[src/include/sad_cfg.svh]
`ifndef SAD_CFG_SVH
`define SAD_CFG_SVH

// signed sample width
`define SAD_PIX_W 8

// one guard bit so a difference of two samples never wraps
`define SAD_DIFF_W (`SAD_PIX_W + 1)

// block sum, wraps modulo 2**SAD_ACC_W
`define SAD_ACC_W 16

`endif

[src/hw/sad_pkg.sv]
`include "sad_cfg.svh"

package sad_pkg;

    // one input sample, two's complement
    typedef logic signed [`SAD_PIX_W-1:0] pixel_t;

    // absolute difference of two samples, always fits unsigned
    typedef logic [`SAD_PIX_W-1:0] diff_t;

    // running and final block sum
    typedef logic [`SAD_ACC_W-1:0] sad_t;

endpackage

[src/hw/kogge_stone_adder.sv]
`include "sad_cfg.svh"

module kogge_stone_adder #(
    parameter int width = `SAD_DIFF_W
) (
    input  logic [width-1:0] a,
    input  logic [width-1:0] b,
    output logic [width-1:0] sum
);

    // number of prefix levels, span doubles per level
    localparam int levels = $clog2(width);

    logic [width-1:0] p_bit;
    logic [width-1:0] g_bit;
    logic [width-1:0] g_acc;
    logic [width-1:0] p_acc;
    logic [width-1:0] g_nxt;
    logic [width-1:0] p_nxt;
    logic [width-1:0] carry;

    // bitwise generate and propagate
    assign g_bit = a & b;
    assign p_bit = a ^ b;

    // prefix tree
    // after level k, bit i covers bits i down to i - 2**(k+1) + 1
    always_comb begin
        g_acc = g_bit;
        p_acc = p_bit;
        g_nxt = g_bit;
        p_nxt = p_bit;
        for (int lvl = 0; lvl < levels; lvl++) begin
            g_nxt = g_acc;
            p_nxt = p_acc;
            for (int i = (1 << lvl); i < width; i++) begin
                g_nxt[i] = g_acc[i] | (p_acc[i] & g_acc[i - (1 << lvl)]);
                p_nxt[i] = p_acc[i] & p_acc[i - (1 << lvl)];
            end
            g_acc = g_nxt;
            p_acc = p_nxt;
        end
    end

    // carry into bit i is the group generate of bits i-1 .. 0
    // carry-in is zero
    assign carry[0] = 1'b0;

    genvar i;
    generate
        for (i = 1; i < width; i++) begin : gen_carry
            assign carry[i] = g_acc[i-1];
        end
    endgenerate

    assign sum = p_bit ^ carry;

endmodule

[src/hw/abs_diff_lane.sv]
`include "sad_cfg.svh"

module abs_diff_lane (
    input  logic            clk,
    input  logic            rst_n,
    input  logic            sample_valid,
    input  logic            sample_last,
    input  sad_pkg::pixel_t cur,
    input  sad_pkg::pixel_t ref_pix,
    output sad_pkg::diff_t  diff,
    output logic            diff_valid,
    output logic            diff_last
);

    logic [`SAD_DIFF_W-1:0] cur_ext;
    logic [`SAD_DIFF_W-1:0] ref_ext;
    logic [`SAD_DIFF_W-1:0] neg_cur;
    logic [`SAD_DIFF_W-1:0] neg_ref;
    logic [`SAD_DIFF_W-1:0] diff_fwd;
    logic [`SAD_DIFF_W-1:0] diff_rev;
    sad_pkg::diff_t         abs_val;

    // sign extend by one bit so cur - ref cannot overflow
    assign cur_ext = {cur[`SAD_PIX_W-1], cur};
    assign ref_ext = {ref_pix[`SAD_PIX_W-1], ref_pix};

    // two's complement negation
    assign neg_cur = ~cur_ext + 1'b1;
    assign neg_ref = ~ref_ext + 1'b1;

    // cur - ref
    kogge_stone_adder #(
        .width(`SAD_DIFF_W)
    ) u_add_fwd (
        .a  (cur_ext),
        .b  (neg_ref),
        .sum(diff_fwd)
    );

    // ref - cur
    kogge_stone_adder #(
        .width(`SAD_DIFF_W)
    ) u_add_rev (
        .a  (ref_ext),
        .b  (neg_cur),
        .sum(diff_rev)
    );

    // sign of cur - ref picks the non-negative one
    // magnitude is at most 255, so the low bits are exact
    assign abs_val = diff_fwd[`SAD_DIFF_W-1] ? diff_rev[`SAD_PIX_W-1:0]
                                             : diff_fwd[`SAD_PIX_W-1:0];

    always_ff @(posedge clk or negedge rst_n) begin
        if (!rst_n) begin
            diff_valid <= 1'b0;
            diff_last  <= 1'b0;
        end else begin
            diff_valid <= sample_valid;
            diff_last  <= sample_valid & sample_last;
        end
    end

    // payload only loads on a valid pair
    always_ff @(posedge clk) begin
        if (sample_valid) begin
            diff <= abs_val;
        end
    end

endmodule

[src/hw/sad_accumulator.sv]
`include "sad_cfg.svh"

module sad_accumulator (
    input  logic           clk,
    input  logic           rst_n,
    input  logic           diff_valid,
    input  logic           diff_last,
    input  sad_pkg::diff_t diff_a,
    input  sad_pkg::diff_t diff_b,
    output sad_pkg::sad_t  sad,
    output logic           done
);

    localparam int ext_w = `SAD_ACC_W - `SAD_PIX_W;

    sad_pkg::sad_t acc;
    sad_pkg::sad_t pair_sum;
    sad_pkg::sad_t total;

    // both lanes of the current pair, zero extended
    assign pair_sum = {{ext_w{1'b0}}, diff_a} + {{ext_w{1'b0}}, diff_b};

    // block total including this pair, wraps at SAD_ACC_W
    assign total = acc + pair_sum;

    // running sum
    // cleared on last so the next block can start right away
    always_ff @(posedge clk or negedge rst_n) begin
        if (!rst_n) begin
            acc <= '0;
        end else if (diff_valid) begin
            if (diff_last) begin
                acc <= '0;
            end else begin
                acc <= total;
            end
        end
    end

    // result holds until the next block closes
    always_ff @(posedge clk or negedge rst_n) begin
        if (!rst_n) begin
            sad <= '0;
        end else if (diff_valid && diff_last) begin
            sad <= total;
        end
    end

    // one cycle pulse per finished block
    always_ff @(posedge clk or negedge rst_n) begin
        if (!rst_n) begin
            done <= 1'b0;
        end else begin
            done <= diff_valid & diff_last;
        end
    end

endmodule

[src/hw/sad_engine.sv]
module sad_engine (
    input  logic            clk,
    input  logic            rst_n,
    input  logic            sample_valid,
    input  logic            sample_last,
    input  sad_pkg::pixel_t cur_a,
    input  sad_pkg::pixel_t ref_a,
    input  sad_pkg::pixel_t cur_b,
    input  sad_pkg::pixel_t ref_b,
    output sad_pkg::sad_t   sad,
    output logic            done
);

    sad_pkg::diff_t diff_a;
    sad_pkg::diff_t diff_b;
    logic           diff_valid;
    logic           diff_last;

    abs_diff_lane lane_a (
        .clk         (clk),
        .rst_n       (rst_n),
        .sample_valid(sample_valid),
        .sample_last (sample_last),
        .cur         (cur_a),
        .ref_pix     (ref_a),
        .diff        (diff_a),
        .diff_valid  (diff_valid),
        .diff_last   (diff_last)
    );

    // same strobes as lane a, its copies are not needed
    abs_diff_lane lane_b (
        .clk         (clk),
        .rst_n       (rst_n),
        .sample_valid(sample_valid),
        .sample_last (sample_last),
        .cur         (cur_b),
        .ref_pix     (ref_b),
        .diff        (diff_b),
        .diff_valid  (),
        .diff_last   ()
    );

    sad_accumulator acc0 (
        .clk       (clk),
        .rst_n     (rst_n),
        .diff_valid(diff_valid),
        .diff_last (diff_last),
        .diff_a    (diff_a),
        .diff_b    (diff_b),
        .sad       (sad),
        .done      (done)
    );

endmodule

[config.mk]
export PLATFORM = sky130hd
export DESIGN_NAME = sad_engine
export DESIGN_NICKNAME = d
export VERILOG_FILES = /design/src/hw/sad_pkg.sv /design/src/hw/kogge_stone_adder.sv /design/src/hw/abs_diff_lane.sv /design/src/hw/sad_accumulator.sv /design/src/hw/sad_engine.sv
export VERILOG_INCLUDE_DIRS = /design/src /design/src/include
export SDC_FILE = /design/constraint.sdc
export NUM_CORES = 1
export LEC_CHECK = 0
export BUFFER_PORTS_ARGS = -buffer_cell sky130_fd_sc_hd__buf_2
export CORE_MARGIN = 2
export CORE_UTILIZATION = 35
export DETAILED_ROUTE_END_ITERATION = 8
export MAX_ROUTING_LAYER = met4
export SYNTH_ARGS = -nofsm -noshare
export SYNTH_HDL_FRONTEND = slang
export SYNTH_SLANG_ARGS = --single-unit
[constraint.sdc]
create_clock -name clk -period 3.7 [get_ports clk]
set_clock_uncertainty 0.2 [all_clocks]
set_input_delay 0.37 -clock clk [delete_from_list [all_inputs] [get_ports clk]]
set_output_delay 0.37 -clock clk [all_outputs]
set_load 0.03 [all_outputs]
## Word level (Yosys, flattened, before mapping)

Index checks and enable logic that the tools add are counted.

| storage, ports and cells | value |
|---|---|
| logic and storage cells | 195 |
| input port bits | 36 |
| bits in registers | 51 |

| operators by class | value |
|---|---|
| reduce and logical (&&, ||, !) cells | 1 |
| add/subtract/negate cells | 6 |
| bitwise operators | 178 |
| mux-type cells | 3 |

Operator list:

| operator | count |
|---|---|
| 1-bit AND | 100 |
| 1-bit OR | 62 |
| 9-bit XOR | 4 |
| 8-bit AND | 4 |
| 8-bit XOR | 4 |
| 9-bit by 1-bit adder with 9-bit output (second input constant) | 2 |
| 9-bit NOT | 2 |
| 16-bit adder | 1 |
| 8-bit by 1-bit adder with 8-bit output (second input constant) | 2 |
| 16-bit two-way mux | 1 |
| 8-bit two-way mux | 2 |
| 8-bit NOT | 2 |
| 8-bit by 8-bit adder with 9-bit output | 1 |
| 1-bit logical AND | 1 |

## Longest topological paths before layout

| logic depth | value |
|---|---|
| depth in word-level cells | 11 |
| gate-level depth with buffers | 16 |
| depth with buffers taken out | 16 |

## By module

Synthesis repeated with hierarchy kept, for this count alone.

| second synthesis, totals | value |
|---|---|
| cell total of the unflattened synthesis | 521 |
| area total of the unflattened synthesis | 4988.5 um^2 |

By module, submodules not included:

| module | instances | cells each | sequential area each (um^2) | area each (um^2) |
|---|---|---|---|---|
| sad_accumulator | 1 | 228 | 825.8 | 2242.2 |
| kogge_stone_adder at lane_b.u_add_fwd ... | 2 | 45 | 0.0 | 361.6 |
| kogge_stone_adder at lane_a.u_add_fwd ... | 2 | 45 | 0.0 | 351.6 |
| abs_diff_lane at lane_b | 1 | 56 | 290.3 | 670.6 |
| abs_diff_lane at lane_a | 1 | 57 | 290.3 | 649.4 |

## Worst setup path before layout

OpenSTA, ideal clock, no wires.

| timing | value |
|---|---|
| path kind | register -> register |
| start | register lane_b.diff[0] |
| end | register acc0.acc[12] |
| arrival time | 2978 ps |
| path slack | 404 ps |
| cell stages (with the launch flop) | 16 |
| buffers on the path | 0 |
| required time | 3382 ps |
| path through | edfxtp_1 -> ha_1 -> inv_1 -> fa_1 -> nor2b_1 -> o21ai_0 -> nand2b_1 -> a21o_1 -> a21oi_1 -> xnor2_1 -> ha_1 -> nand2_1 -> a2111oi_2 -> o21ai_0 -> a21o_1 -> a21o_1 |

| on the way | value |
|---|---|
| longest elaborated chain between the ends | 3 |

RTL lines:

| item | line | RTL |
|---|---|---|
| start, declared | abs_diff_lane.sv:10 | `output sad_pkg::diff_t diff,` |
| start signal, assigned | abs_diff_lane.sv:67 | `diff <= abs_val;` |
| 8-bit by 8-bit adder with 9-bit output | sad_accumulator.sv:21 | `assign pair_sum = {{ext_w{1'b0}}, diff_a} + {{ext_w{1'b0}}, diff_b};` |
| 16-bit adder | sad_accumulator.sv:24 | `assign total = acc + pair_sum;` |
| 16-bit two-way mux | sad_accumulator.sv:32 | `if (diff_last) begin` |
| end signal, assigned | sad_accumulator.sv:35 | `acc <= total;` |
| end, declared | sad_accumulator.sv:16 | `sad_pkg::sad_t acc;` |

No other way between the ends.
A chain may end at the register's enable or synchronous reset.

## Worst setup path after layout

| timing | value |
|---|---|
| start | register lane_b.diff[0] |
| end | register acc0.sad[11] |

| on the way | value |
|---|---|
| longest elaborated chain between the ends | 2 |

RTL lines:

| item | line | RTL |
|---|---|---|
| 8-bit by 8-bit adder with 9-bit output | sad_accumulator.sv:21 |  |
| 16-bit adder | sad_accumulator.sv:24 |  |
| end signal, assigned | sad_accumulator.sv:45 | `sad <= total;` |
| end, declared | sad_accumulator.sv:10 | `output sad_pkg::sad_t sad,` |

No other way between the ends.

==> impl_metrics.ini <==
[detailed_routing]
drt-total-wl_microns = 9030
ant_nets = 0
drtIter0Drc = 171
avgViaCountPerCell = 5.04
post_drt_wl_per_cell_microns = 13.0
drc_errors = 0
drtPass1Iterations = 7
vias = 3511

[critical_path]
cp_data_arrival_time_ns = 3.47
path_cells = ha_1 > inv_1 > fa_2 > nor2b_1 > o21ai_1 > nand2b_1 > a21o_1 > a21oi_1 > xnor2_1 > ha_2 > nand4_1 > nor4b_2 > a211o_2 > nand3_2 > xnor2_1 > mux2_2
slowest_stage = ha_2
crit_path_end_kind = register
cpMostUsedCell = xnor2_1
critical_path_class = register to register
path_buf_inv = 1
critPathLaunchType = register
path_delay_family = adder cells
cpPeakStageDelay_ns = 0.38
critPathRequiredTime_ns = 3.67
cp_max_fo = 7

[run_status]
status = finished, final reports clean

[synthesis]
synthMuxAreaShare_pct = 4.55
synth-xor-area-share_pct = 14.6
synth_top_area_share_pct = 19.6
synth_top_area_cell = dfrtp_1
netlist_instances = 468
yosysWarnings = 0
syn-cell-area_sq_mm = 0.00446
synth_top_family_by_area = compound AO/OA/AOI/OAI gates
synth-main-ff-cell = dfrtp_1
netlist_top_cells_area = dfrtp_1 20%, ha_1 14%, edfxtp_1 11%
async_flop_share_pct = 68.6
ys_types = 47
synth_compound_area_share_pct = 17.7
syn_avg_cell_area_sq_um = 9.53
ys_seq_area_share_pct = 30.4
synthAdderAreaFrac_pct = 16.7
synth_enable_flop_cells = 16
syn_nets = 560
synth_seq_cells = 51
yosys.area_share.simple_pct = 13.0

[layout]
final_cell_area_sq_mm = 0.00516
final_net_count = 615
nFillCells = 1252
drive_gt1_share_pct = 17.9
area_delta_synth_final_pct = 15.7
antenna_cells = 0

[power_and_ir_drop]
leakage_uw = 0.00226
p_per_area_mw_per_mm2 = 666
vdd_ir_drop_max_mv = 0.360

[sta]
tightestPinTransition_ns = 0.773
period_minus_slack_ns = 3.50
max_freq_ghz = 0.285
fin_crit_sh_pct = 94.7
setup_slack_ns = 0.196
relSlewSlack_pct = 48.3
slew_viol_final = 0
fin_setup_tns_ns = 0
hold_viol = 0
whs_ns = 0.103
setup_viol_count_final = 0

[die]
die-area_sq_mm = 0.0137
num_rows = 41
die_w_microns = 117
boundaryPins = 53
start_util_pct = 35.6
die_h_microns = 117
coreArea_sq_mm = 0.0125

[placed_design]
routabilityCongestion = 0.861
hpwl_microns = 7270
dp_slack_ns = 0.0514
dpl-instance-area_sq_mm = 0.00491
io_buffers = 52

[global_routing]
grt_antenna_before_repair = 0
grt.total_usage_pct = 14.3
grt_overflow = 0
grt_max_degree = 36
grt_pass1_wl_microns = 15400
grt_pass1_vias = 3380

[clocking]
root_buffer = clkbuf_16
clock_path_buffers = 2
cts.htree.levels = 2
cts_tree = done
clock_latency_ns = 0.29
clk_pin_slew_ns = 0.07
numCtsBuffers = 5
cts.sinks = 51

[hold_path]
min_path_type = input port to register

[run]
cap_viol_max_count = 0
==> power breakdown <==
part	switching [uW]	internal [uW]	total, uW	leakage, uW
Combinational	1180	879	2060	0.00157
Clock	192	320	511	0.0000781
Sequential	100	760	860	0.000612
==> flip-flops by register name, indices dropped and copies added (netlist names) <==
name / cells
lane_a.diff_last: 1
acc0.acc: 16
acc0.sad: 16
lane_a.diff: 8
lane_a.diff_valid: 1
acc0.done: 1
lane_b.diff: 8
==> synthesized netlist by cell type (5+ instances only) <==
library cell	count
clkbuf_1	7
ha_1	50
nor2b_1	5
a211oi_1	6
dfrtp_1	35
mux2i_1	9
nand2b_1	10
edfxtp_1	16
a21oi_1	25
inv_1	28
xor2_1	18
o21ai_0	41
xnor2_1	51
o21a_1	9
nand2_1	29
fa_1	6
mux2_2	6
a21o_1	12
nor3_1	12
nor2_1	32
or4_1	5
==> final timing paths <==
path | from | endpoint | slack, ns | cells after the start
max | lane_b.diff[0] | acc0.sad[11] | 0.20 | 16
min | sample_last | lane_a.diff_last | 0.10 | 2
max reg2reg | lane_b.diff[0] | acc0.sad[11] | 0.20 | 16
min reg2reg | acc0.sad[12] | acc0.sad[12] | 0.27 | 2
max in group asynchronous | rst_n | acc0.sad[11] | 2.30 | 2
min in group asynchronous | rst_n | acc0.sad[3] | 0.49 | 2
==> cell families after synthesis <==
family / after synthesis
AO/OA/AOI/OAI: 120
multiplexers: 18
adder cells (fa/ha/maj): 56
buffers and inverters: 35
XOR/XNOR: 72
AND/OR/NAND/NOR: 116
flip-flops: 51
==> placed cells by master, fill, tap and decap left out, types with 5 or more instances in the layout <==
cell       instances
o21a_1             9
nor2b_1            5
a21o_1            12
dfrtp_1           35
nand2_1           29
a211oi_1           5
a21oi_1           24
buf_2             52
o21ai_0           37
xor2_1            18
nand2b_1          10
mux2i_1            9
xnor2_1           51
fa_1               5
or4_1              5
inv_1             28
clkbuf_16          5
nor3_1            12
nor2_1            32
edfxtp_1          16
mux2_2             6
ha_1              48
==> per-layer routing <==
metal	vias up	track usage [%]	part of all wire, %
li1	1783	-	-
met1	1661	18.7	47
met2	59	24.0	48
met3	8	1.60	3.4
met4	0	3.37	1.0
met5	-	-	0
==> cell type report <==
class,instances,area [sq um],area share (%)
clock buffer,7,133,2.57
clock inverter,1,30.0,0.582
inverter,28,105,2.04
multi-input combinational,382,3030,58.8
sequential,51,1360,26.3
tap,172,215,4.17
timing repair buffer,55,285,5.53
==> stage by stage <==
stage	utilization, %	std cells	power (uW)
after floorplan	-	468	2330
after global placement	39.2	685	2730
after detailed placement	39.2	685	2780
after CTS	40.6	694	3310
after global routing	41.2	696	3720
final	41.2	696	3430
==> timing repair <==
action	in CTS	in global routing
hold buffers	1	0
hold endpoints to repair	35	0
gates resized for setup	0	15
buffers inserted	0	2
endpoints found under the setup margin	0	14
No activity file was read; power rests on OpenSTA's default activity.
